### config.mk
export PLATFORM = sky130hd
export DESIGN_NAME = msg_node_top
export DESIGN_NICKNAME = d
export VERILOG_FILES = /design/src/hw/dbg_regs_pkg.sv /design/src/hw/msg_types_pkg.sv /design/src/hw/dbg_apb_regs.sv /design/src/hw/link_arbiter.sv /design/src/hw/msg_checker.sv /design/src/hw/msg_node_top.sv /design/src/hw/msg_source.sv
export VERILOG_INCLUDE_DIRS = /design/src /design/src/hw
export SDC_FILE = /design/constraint.sdc
export NUM_CORES = 1
export LEC_CHECK = 0
export BUFFER_PORTS_ARGS = -buffer_cell sky130_fd_sc_hd__buf_2
export CAP_MARGIN = 20
export CORE_ASPECT_RATIO = 0.75
export CORE_MARGIN = 2
export CORE_UTILIZATION = 40
export DETAILED_ROUTE_END_ITERATION = 16
export GPL_TIMING_DRIVEN = 1
export PLACE_DENSITY = 0.55
export SYNTH_ARGS = -nofsm -noshare
export SYNTH_HDL_FRONTEND = slang
export SYNTH_SLANG_ARGS = --single-unit
### constraint.sdc
create_clock -name snk_clk -period 3 [get_ports snk_clk]
set_input_delay 0.45 -clock snk_clk [delete_from_list [all_inputs] [get_ports snk_clk]]
set_output_delay 0.45 -clock snk_clk [all_outputs]
set_load 0.1 [all_outputs]
### src/hw/msg_settings.svh
`ifndef MSG_SETTINGS_SVH
`define MSG_SETTINGS_SVH

// Message field widths
`define MSG_ADDR_W 4
`define MSG_DATA_W 4
`define MSG_RED_W 4

// Destination sweep range
`define MSG_MIN_ADDR 1
`define MSG_MAX_ADDR 5

// Known source addresses
`define MSG_SRC0_ADDR 3
`define MSG_SRC1_ADDR 6

// Corruption kinds a source can inject
`define MSG_INJ_RED 0
`define MSG_INJ_SEQ 1

// APB geometry
`define APB_ADDR_W 4
`define APB_DATA_W 32

// Register byte offsets
`define REG_CTRL_OFS 0
`define REG_STATUS_OFS 4
`define REG_COUNT_OFS 8
`define REG_LAST_OFS 12

`endif

### src/hw/dbg_regs_pkg.sv
`default_nettype none
`include "msg_settings.svh"

package dbg_regs_pkg;

	typedef logic [`APB_ADDR_W-1:0] apb_addr_t;
	typedef logic [`APB_DATA_W-1:0] apb_data_t;

	typedef struct packed {
		logic psel;
		logic penable;
		logic pwrite;
		apb_addr_t paddr;
		apb_data_t pwdata;
	} apb_req_t;

	typedef struct packed {
		apb_data_t prdata;
		logic pready;
		logic pslverr;
	} apb_rsp_t;

	typedef enum logic [2:0] {CTRL, STATUS, COUNT, LAST, NONE} reg_idx_e;

	// enable is bit 0
	typedef struct packed {
		logic inject_seq;
		logic inject_red;
		logic enable;
	} ctrl_t;

	// bad_src is bit 0, any is bit 3
	typedef struct packed {
		logic any;
		logic bad_seq;
		logic bad_red;
		logic bad_src;
	} err_flags_t;

endpackage

`default_nettype wire

### src/hw/msg_types_pkg.sv
`default_nettype none
`include "msg_settings.svh"

package msg_types_pkg;

	typedef logic [`MSG_ADDR_W-1:0] msg_addr_t;
	typedef logic [`MSG_DATA_W-1:0] msg_data_t;
	typedef logic [`MSG_RED_W-1:0] msg_red_t;

	// src in the top nibble, red in the bottom one
	typedef struct packed {
		msg_addr_t src;
		msg_addr_t dst;
		msg_data_t dat;
		msg_red_t red;
	} msg_t;

	// XOR fold of the three nibbles
	function automatic msg_red_t calc_redun(
		input msg_addr_t src,
		input msg_addr_t dst,
		input msg_data_t dat
	);
		msg_red_t code;
		code = src ^ dst ^ dat;
		return code;
	endfunction

endpackage

`default_nettype wire

### src/hw/dbg_apb_regs.sv
`timescale 1ns/100ps
`default_nettype none
`include "msg_settings.svh"

module dbg_apb_regs (
	input  logic snk_clk,
	input  logic reset,
	input  dbg_regs_pkg::apb_req_t apb_req,
	output dbg_regs_pkg::apb_rsp_t apb_rsp,
	output dbg_regs_pkg::ctrl_t ctrl,
	output logic clear,
	input  dbg_regs_pkg::err_flags_t flags,
	input  logic [15:0] rx_count,
	input  msg_types_pkg::msg_t last_msg
);
	import dbg_regs_pkg::*;

	reg_idx_e idx;
	logic access;
	logic wr_en;

	always_comb begin
		case (apb_req.paddr)
			`REG_CTRL_OFS: idx = CTRL;
			`REG_STATUS_OFS: idx = STATUS;
			`REG_COUNT_OFS: idx = COUNT;
			`REG_LAST_OFS: idx = LAST;
			default: idx = NONE;
		endcase
	end

	assign access = apb_req.psel && apb_req.penable;
	assign wr_en = access && apb_req.pwrite;

	always_ff @(posedge snk_clk) begin
		if (reset) begin
			ctrl <= '0;
			clear <= 1'b0;
		end else begin
			// Inject bits live for one cycle
			ctrl.inject_red <= 1'b0;
			ctrl.inject_seq <= 1'b0;
			clear <= wr_en && (idx == STATUS) && apb_req.pwdata[3];
			if (wr_en && idx == CTRL) begin
				ctrl.enable <= apb_req.pwdata[0];
				ctrl.inject_red <= apb_req.pwdata[1];
				ctrl.inject_seq <= apb_req.pwdata[2];
			end
		end
	end

	// Zero-wait slave
	always_comb begin
		apb_rsp.pready = 1'b1;
		apb_rsp.pslverr = access && (idx == NONE);
		apb_rsp.prdata = '0;
		case (idx)
			CTRL: apb_rsp.prdata[$bits(ctrl_t)-1:0] = ctrl;
			STATUS: apb_rsp.prdata[$bits(err_flags_t)-1:0] = flags;
			COUNT: apb_rsp.prdata[15:0] = rx_count;
			LAST: apb_rsp.prdata[$bits(last_msg)-1:0] = last_msg;
			default: apb_rsp.prdata = '0;
		endcase
	end

endmodule

`default_nettype wire

### src/hw/link_arbiter.sv
`timescale 1ns/100ps
`default_nettype none

module link_arbiter (
	input  logic snk_clk,
	input  logic reset,
	input  msg_types_pkg::msg_t src_msg [2],
	input  logic src_valid [2],
	output logic src_take [2],
	output msg_types_pkg::msg_t link_msg,
	output logic link_req,
	input  logic link_ack
);
	import msg_types_pkg::*;

	typedef enum logic [1:0] {IDLE, REQ, WAIT_LOW} state_e;

	state_e state;
	logic ptr;
	logic gnt;
	logic any_valid;

	assign any_valid = src_valid[0] || src_valid[1];
	// Pointer side first, else the other one
	assign gnt = src_valid[ptr] ? ptr : ~ptr;

	always_ff @(posedge snk_clk) begin
		if (reset) begin
			state <= IDLE;
			ptr <= 1'b0;
			link_req <= 1'b0;
			src_take <= '{default: 1'b0};
		end else begin
			src_take <= '{default: 1'b0};
			case (state)
				IDLE: begin
					if (any_valid) begin
						src_take[gnt] <= 1'b1;
						ptr <= ~gnt;
						state <= REQ;
					end
				end
				REQ: begin
					// req goes up the cycle after grant
					if (!link_req)
						link_req <= 1'b1;
					else if (link_ack) begin
						link_req <= 1'b0;
						state <= WAIT_LOW;
					end
				end
				default: begin
					if (!link_ack)
						state <= IDLE;
				end
			endcase
		end
	end

	// Held for the whole handshake
	always_ff @(posedge snk_clk) begin
		if (state == IDLE && any_valid)
			link_msg <= src_msg[gnt];
	end

endmodule

`default_nettype wire

### src/hw/msg_checker.sv
`timescale 1ns/100ps
`default_nettype none
`include "msg_settings.svh"

module msg_checker (
	input  logic snk_clk,
	input  logic reset,
	input  msg_types_pkg::msg_t link_msg,
	input  logic link_req,
	output logic link_ack,
	input  logic clear,
	output dbg_regs_pkg::err_flags_t flags,
	output logic [15:0] rx_count,
	output msg_types_pkg::msg_t last_msg
);
	import msg_types_pkg::*;
	import dbg_regs_pkg::*;

	typedef enum logic [2:0] {IDLE, CAPTURE, REDUN, CHECK, ACK} state_e;

	localparam msg_addr_t SRC0 = `MSG_SRC0_ADDR;
	localparam msg_addr_t SRC1 = `MSG_SRC1_ADDR;

	state_e state;
	msg_t cap;
	msg_red_t calc;
	msg_data_t prev_dat [2];
	logic known_src;
	logic src_sel;
	msg_data_t want_dat;
	err_flags_t hit;

	assign known_src = (cap.src == SRC0) || (cap.src == SRC1);
	assign src_sel = (cap.src == SRC1);
	assign want_dat = prev_dat[src_sel] + 1'b1;

	always_comb begin
		hit.bad_src = ~known_src;
		hit.bad_red = (calc != cap.red);
		// A previous value of 15 leaves the next one unchecked
		hit.bad_seq = known_src && (prev_dat[src_sel] != '1) && (cap.dat != want_dat);
		hit.any = hit.bad_src | hit.bad_red | hit.bad_seq;
	end

	always_ff @(posedge snk_clk) begin
		if (reset) begin
			state <= IDLE;
			link_ack <= 1'b0;
			flags <= '0;
			rx_count <= '0;
			last_msg <= '0;
			prev_dat <= '{default: '1};
		end else begin
			if (clear)
				flags <= '0;
			case (state)
				IDLE: begin
					if (link_req)
						state <= CAPTURE;
				end
				CAPTURE: state <= REDUN;
				REDUN: state <= CHECK;
				CHECK: begin
					flags <= (clear ? '0 : flags) | hit;
					rx_count <= rx_count + 1'b1;
					last_msg <= cap;
					// Resync on every message so one skip flags once
					if (known_src)
						prev_dat[src_sel] <= cap.dat;
					link_ack <= 1'b1;
					state <= ACK;
				end
				default: begin
					if (!link_req) begin
						link_ack <= 1'b0;
						state <= IDLE;
					end
				end
			endcase
		end
	end

	always_ff @(posedge snk_clk) begin
		if (state == CAPTURE)
			cap <= link_msg;
		if (state == REDUN)
			calc <= calc_redun(cap.src, cap.dst, cap.dat);
	end

endmodule

`default_nettype wire

### src/hw/msg_node_top.sv
`timescale 1ns/100ps
`default_nettype none
`include "msg_settings.svh"

module msg_node_top (
	input  logic snk_clk,
	input  logic reset,
	input  dbg_regs_pkg::apb_req_t apb_req,
	output dbg_regs_pkg::apb_rsp_t apb_rsp
);
	import msg_types_pkg::*;
	import dbg_regs_pkg::*;

	msg_t src_msg [2];
	logic src_valid [2];
	logic src_take [2];
	msg_t link_msg;
	logic link_req;
	logic link_ack;
	ctrl_t ctrl;
	logic clear;
	err_flags_t flags;
	logic [15:0] rx_count;
	msg_t last_msg;

	msg_source #(
		.SRC_ADDR(`MSG_SRC0_ADDR),
		.INJ_KIND(`MSG_INJ_RED)
	) i_src0 (
		.snk_clk(snk_clk),
		.reset(reset),
		.enable(ctrl.enable),
		.inject(ctrl.inject_red),
		.msg(src_msg[0]),
		.valid(src_valid[0]),
		.take(src_take[0])
	);

	msg_source #(
		.SRC_ADDR(`MSG_SRC1_ADDR),
		.INJ_KIND(`MSG_INJ_SEQ)
	) i_src1 (
		.snk_clk(snk_clk),
		.reset(reset),
		.enable(ctrl.enable),
		.inject(ctrl.inject_seq),
		.msg(src_msg[1]),
		.valid(src_valid[1]),
		.take(src_take[1])
	);

	link_arbiter i_arb (
		.snk_clk(snk_clk),
		.reset(reset),
		.src_msg(src_msg),
		.src_valid(src_valid),
		.src_take(src_take),
		.link_msg(link_msg),
		.link_req(link_req),
		.link_ack(link_ack)
	);

	msg_checker i_chk (
		.snk_clk(snk_clk),
		.reset(reset),
		.link_msg(link_msg),
		.link_req(link_req),
		.link_ack(link_ack),
		.clear(clear),
		.flags(flags),
		.rx_count(rx_count),
		.last_msg(last_msg)
	);

	dbg_apb_regs i_regs (
		.snk_clk(snk_clk),
		.reset(reset),
		.apb_req(apb_req),
		.apb_rsp(apb_rsp),
		.ctrl(ctrl),
		.clear(clear),
		.flags(flags),
		.rx_count(rx_count),
		.last_msg(last_msg)
	);

endmodule

`default_nettype wire

### src/hw/msg_source.sv
`timescale 1ns/100ps
`default_nettype none
`include "msg_settings.svh"

module msg_source #(
	parameter msg_types_pkg::msg_addr_t SRC_ADDR = `MSG_SRC0_ADDR,
	parameter int INJ_KIND = `MSG_INJ_RED
) (
	input  logic snk_clk,
	input  logic reset,
	input  logic enable,
	input  logic inject,
	output msg_types_pkg::msg_t msg,
	output logic valid,
	input  logic take
);
	import msg_types_pkg::*;

	typedef enum logic [1:0] {BUILD_DST, BUILD_DAT, BUILD_RED, QUEUE} state_e;

	state_e state;
	msg_addr_t dst;
	msg_data_t dat;
	msg_red_t red;
	msg_data_t cnt;
	logic inj_pend;
	logic skip_seq;
	logic flip_red;
	msg_t queue [2];
	logic wr_ptr;
	logic rd_ptr;
	logic [1:0] fill;
	logic push;
	logic pop;

	// Skip is held back while the previous data was 15, the checker ignores that step
	assign skip_seq = (INJ_KIND == `MSG_INJ_SEQ) && inj_pend && (state == BUILD_DAT) &&
		(cnt != '0);
	assign flip_red = (INJ_KIND == `MSG_INJ_RED) && inj_pend && (state == BUILD_RED);

	assign push = (state == QUEUE) && (fill != 2'd2);
	assign pop = take && valid;
	assign valid = (fill != 2'd0);
	assign msg = queue[rd_ptr];

	always_ff @(posedge snk_clk) begin
		if (reset) begin
			state <= BUILD_DST;
			dst <= msg_addr_t'(`MSG_MAX_ADDR);
			cnt <= '0;
			inj_pend <= 1'b0;
			wr_ptr <= 1'b0;
			rd_ptr <= 1'b0;
			fill <= 2'd0;
		end else begin
			inj_pend <= inject | (inj_pend & ~(skip_seq | flip_red));
			case (state)
				BUILD_DST: begin
					if (enable) begin
						dst <= (dst >= msg_addr_t'(`MSG_MAX_ADDR)) ?
							msg_addr_t'(`MSG_MIN_ADDR) : dst + 1'b1;
						state <= BUILD_DAT;
					end
				end
				BUILD_DAT: begin
					cnt <= skip_seq ? cnt + 2'd2 : cnt + 1'b1;
					state <= BUILD_RED;
				end
				BUILD_RED: state <= QUEUE;
				default: begin
					// Stall here while both slots are taken
					if (push)
						state <= BUILD_DST;
				end
			endcase
			if (push)
				wr_ptr <= ~wr_ptr;
			if (pop)
				rd_ptr <= ~rd_ptr;
			case ({push, pop})
				2'b10: fill <= fill + 1'b1;
				2'b01: fill <= fill - 1'b1;
				default: fill <= fill;
			endcase
		end
	end

	always_ff @(posedge snk_clk) begin
		if (state == BUILD_DAT)
			dat <= skip_seq ? cnt + 1'b1 : cnt;
		if (state == BUILD_RED)
			red <= calc_redun(SRC_ADDR, dst, dat) ^ msg_red_t'(flip_red);
		if (push)
			queue[wr_ptr] <= '{src: SRC_ADDR, dst: dst, dat: dat, red: red};
	end

endmodule

`default_nettype wire

==> results.sh <==
export IMPL_core_area_um2=19400
export IMPL_slew_limit_headroom_pct=42.1
export IMPL_layout_drive_gt1_share_pct=11.3
export IMPL_cellPowerDensity_nw_per_um2=580
export IMPL_hold_ws_ns=0.214
export IMPL_grt_pass1_vias=4753
export IMPL_fin_skew_ns=0.0103
export IMPL_ys_seq_area_share_pct=59.0
export IMPL_critPathCaptureType="flip-flop"
export IMPL_grt_overflow_total=0
export IMPL_cap_viol_max_count=0
export IMPL_crit_chain="inv_1, ha_1, mux2_2, ha_1, xnor2_1, xnor2_1, a41oi_1, or2_1"
export IMPL_cts_sinks=185
export IMPL_grt_pass1_wl_mm=25.2
export IMPL_p_leak_nw=3.14
export IMPL_yosys_warnings=0
export IMPL_synthTopCellsByArea="edfxtp_1, dfxtp_1, ha_1"
export IMPL_vias=5063
export IMPL_start_util_pct=40.8
export IMPL_post_cts_resized=0
export IMPL_layout_common_cells="edfxtp_1, dfxtp_1, nor2_1, a21oi_1, nand2_1"
export IMPL_synth_top_family_by_area="simple AND/OR/NAND/NOR gates"
export IMPL_synthMuxAreaShare_pct=3.43
export IMPL_antenna_found_initial=0
export IMPL_crit_arrival_ns=2.74
export IMPL_status="completed"
export IMPL_dp_cells=955
export IMPL_fin_tns_setup_ns=0
export IMPL_fin_nets=787
export IMPL_gp_congestion=0.791
export IMPL_vias_per_cell=5.13
export IMPL_synth_xor_area_share_pct=5.76
export IMPL_place_port_buffers=29
export IMPL_rsz0062_at_grt="no"
export IMPL_place_ws_ns=0.578
export IMPL_cts_tree="built"
export IMPL_cts_root_buf="clkbuf_16"
export IMPL_cts_path_max_buffers=2
export IMPL_die_width_um=166
export IMPL_worstMarginPinSlew_ns=0.866
export IMPL_clk_latency_ns=0.43
export IMPL_syn_inst=694
export IMPL_yosysTopAreaCell="edfxtp_1"
export IMPL_synth_top_cell_area_share_pct=36.4
export IMPL_total_power_mw=5.12
export IMPL_dieArea_um2=20900
export IMPL_layout_min_cycle_time_ns=2.42
export IMPL_synthSimpleGateAreaFrac_pct=13.2
export IMPL_crit_path_max_fanout=5
export IMPL_cts_clk_slew_worst_paths_ns=0.07
export IMPL_slowest_delay_ns=0.44
export IMPL_crit_family="adder cells"
export IMPL_slowest_stage="edfxtp_1"
export IMPL_final_cells=987
export IMPL_yosys_area_share_adder_pct=3.95
export IMPL_num_antenna_cells=0
export IMPL_syn_avg_cell_area_um2=11.4
export IMPL_required_ns=3.31
export IMPL_period_share_pct=80.7
export IMPL_rows=44
export IMPL_hold_viol=0
export IMPL_drt_iter0_drc=420
export IMPL_ys_ff_latch=185
export IMPL_crit_type="flip-flop to flip-flop"
export IMPL_postRouteAntennaNets=0
export IMPL_synth_edf_count=96
export IMPL_setup_viol=0
export IMPL_cts_buffers=17
export IMPL_final_common_cell="edfxtp_1"
export IMPL_dominantRegCellSynth="edfxtp_1"
export IMPL_drc=0
export IMPL_slew_violations=0
export IMPL_num_io_pins=75
export IMPL_fmax_ghz=0.413
export IMPL_worst_r2r_setup_slack_ns=0.58
export IMPL_wl_mm=15.5
export IMPL_ys_types=54
export IMPL_worst_path_buf_inv=1
export IMPL_grt_max_degree=62
export IMPL_async_flop_share_pct=0
export IMPL_holdBufCountCts=0
export IMPL_ir_worst_vdd_mv=0.384
export IMPL_syn2layout_area_growth_pct=11.5
export IMPL_htreeDepth=4
export IMPL_startpoint_type="flip-flop"
export IMPL_synth_compound_area_share_pct=10.1
export IMPL_die_y_um=126
export IMPL_netlist_area_um2=7910
export IMPL_track_usage_pct=15.3
export IMPL_dr_pass1_iters=5
export IMPL_worst_slack_ns=0.578
export IMPL_hold_path_class="input pin to flip-flop"
export IMPL_hpwl_mm=10.8
export IMPL_cts_setup_buffers=0
export IMPL_routedWlPerCell_um=15.7
## report_power, final
group / switching, mW / total, mW / internal (mW) / leakage, nW
logic: 0.208 / 0.271 / 0.0631 / 1.27
clock network: 0.995 / 2.13 / 1.13 / 0.277
registers: 0.0338 / 2.72 / 2.68 / 1.59
## cells in the mapped netlist, types with 6 or more instances
library cell and number:
o21ai_0 15, nor2_1 71, nand2_1 53, and3_1 6, dfxtp_1 89, xor2_1 23, mux2i_1 17, a211oi_1 18
nand4_1 8, buf_2 6, inv_1 22, a22o_1 11, edfxtp_1 96, ha_1 25, a21oi_1 56, xnor2_1 29
nor2b_1 19, nand3_1 15, clkbuf_1 19, and2_1 6, buf_4 18
## sequential cells by signal (all words and copies together) (netlist names), 8 cells and up, named ones only
name            count
i_src1.queue       24
i_chk.cap          14
i_arb.link_msg     14
i_chk.rx_count     16
i_chk.last_msg     15
i_chk.prev_dat      8
i_src0.queue       24
## path summary, 6_finish.rpt
kind | start | end | cells after the start
worst max-delay path | i_chk.cap[12] | i_chk.flags[3] | 8
worst min-delay path | apb_req[2] | i_regs.ctrl[2] | 2
worst max register to register | i_chk.cap[12] | i_chk.flags[3] | 8
worst min register to register | i_arb.link_msg[5] | i_chk.cap[5] | 0
## worst register-to-register path: stages (launching register included)
cell      delay (ns)
edfxtp_1        0.44
inv_1           0.08
ha_1            0.29
mux2_2          0.39
ha_1            0.24
xnor2_1         0.17
xnor2_1         0.14
a41oi_1         0.26
or2_1           0.30
## cell families after synthesis
logic type | count (synthesis)
simple gates | 214
flops | 185
compound gates | 124
buf+inv | 69
xor+xnor | 52
fa+ha+maj | 25
mux | 23
other cells | 2
## stage by stage
stage                     util, %  area (µm²)
final                        45.5        8820
after global placement       42.6        8260
after global routing         45.5        8820
after detailed placement     42.6        8260
after CTS                    45.5        8820
after floorplan                 -        7970
## area by class of cell
type	instances	area, µm²
inverter	22	82.6
clock buffer	19	454
clock inverter	13	108
tap	253	317
sequential	185	4660
timing repair buffer	40	240
fill	1832	10600
multi-input combinational	455	2960
## layer usage
layer  vias to the layer above  global-route usage (%)  share of wire (%)
met4                         0                    5.43                1.9
li1                       2476                       -                  -
met2                       101                    22.3                 44
met5                         -                       0                  0
met1                      2464                    22.6                 51
met3                        22                    3.27                3.8
(Power assumes the default switching activity.)
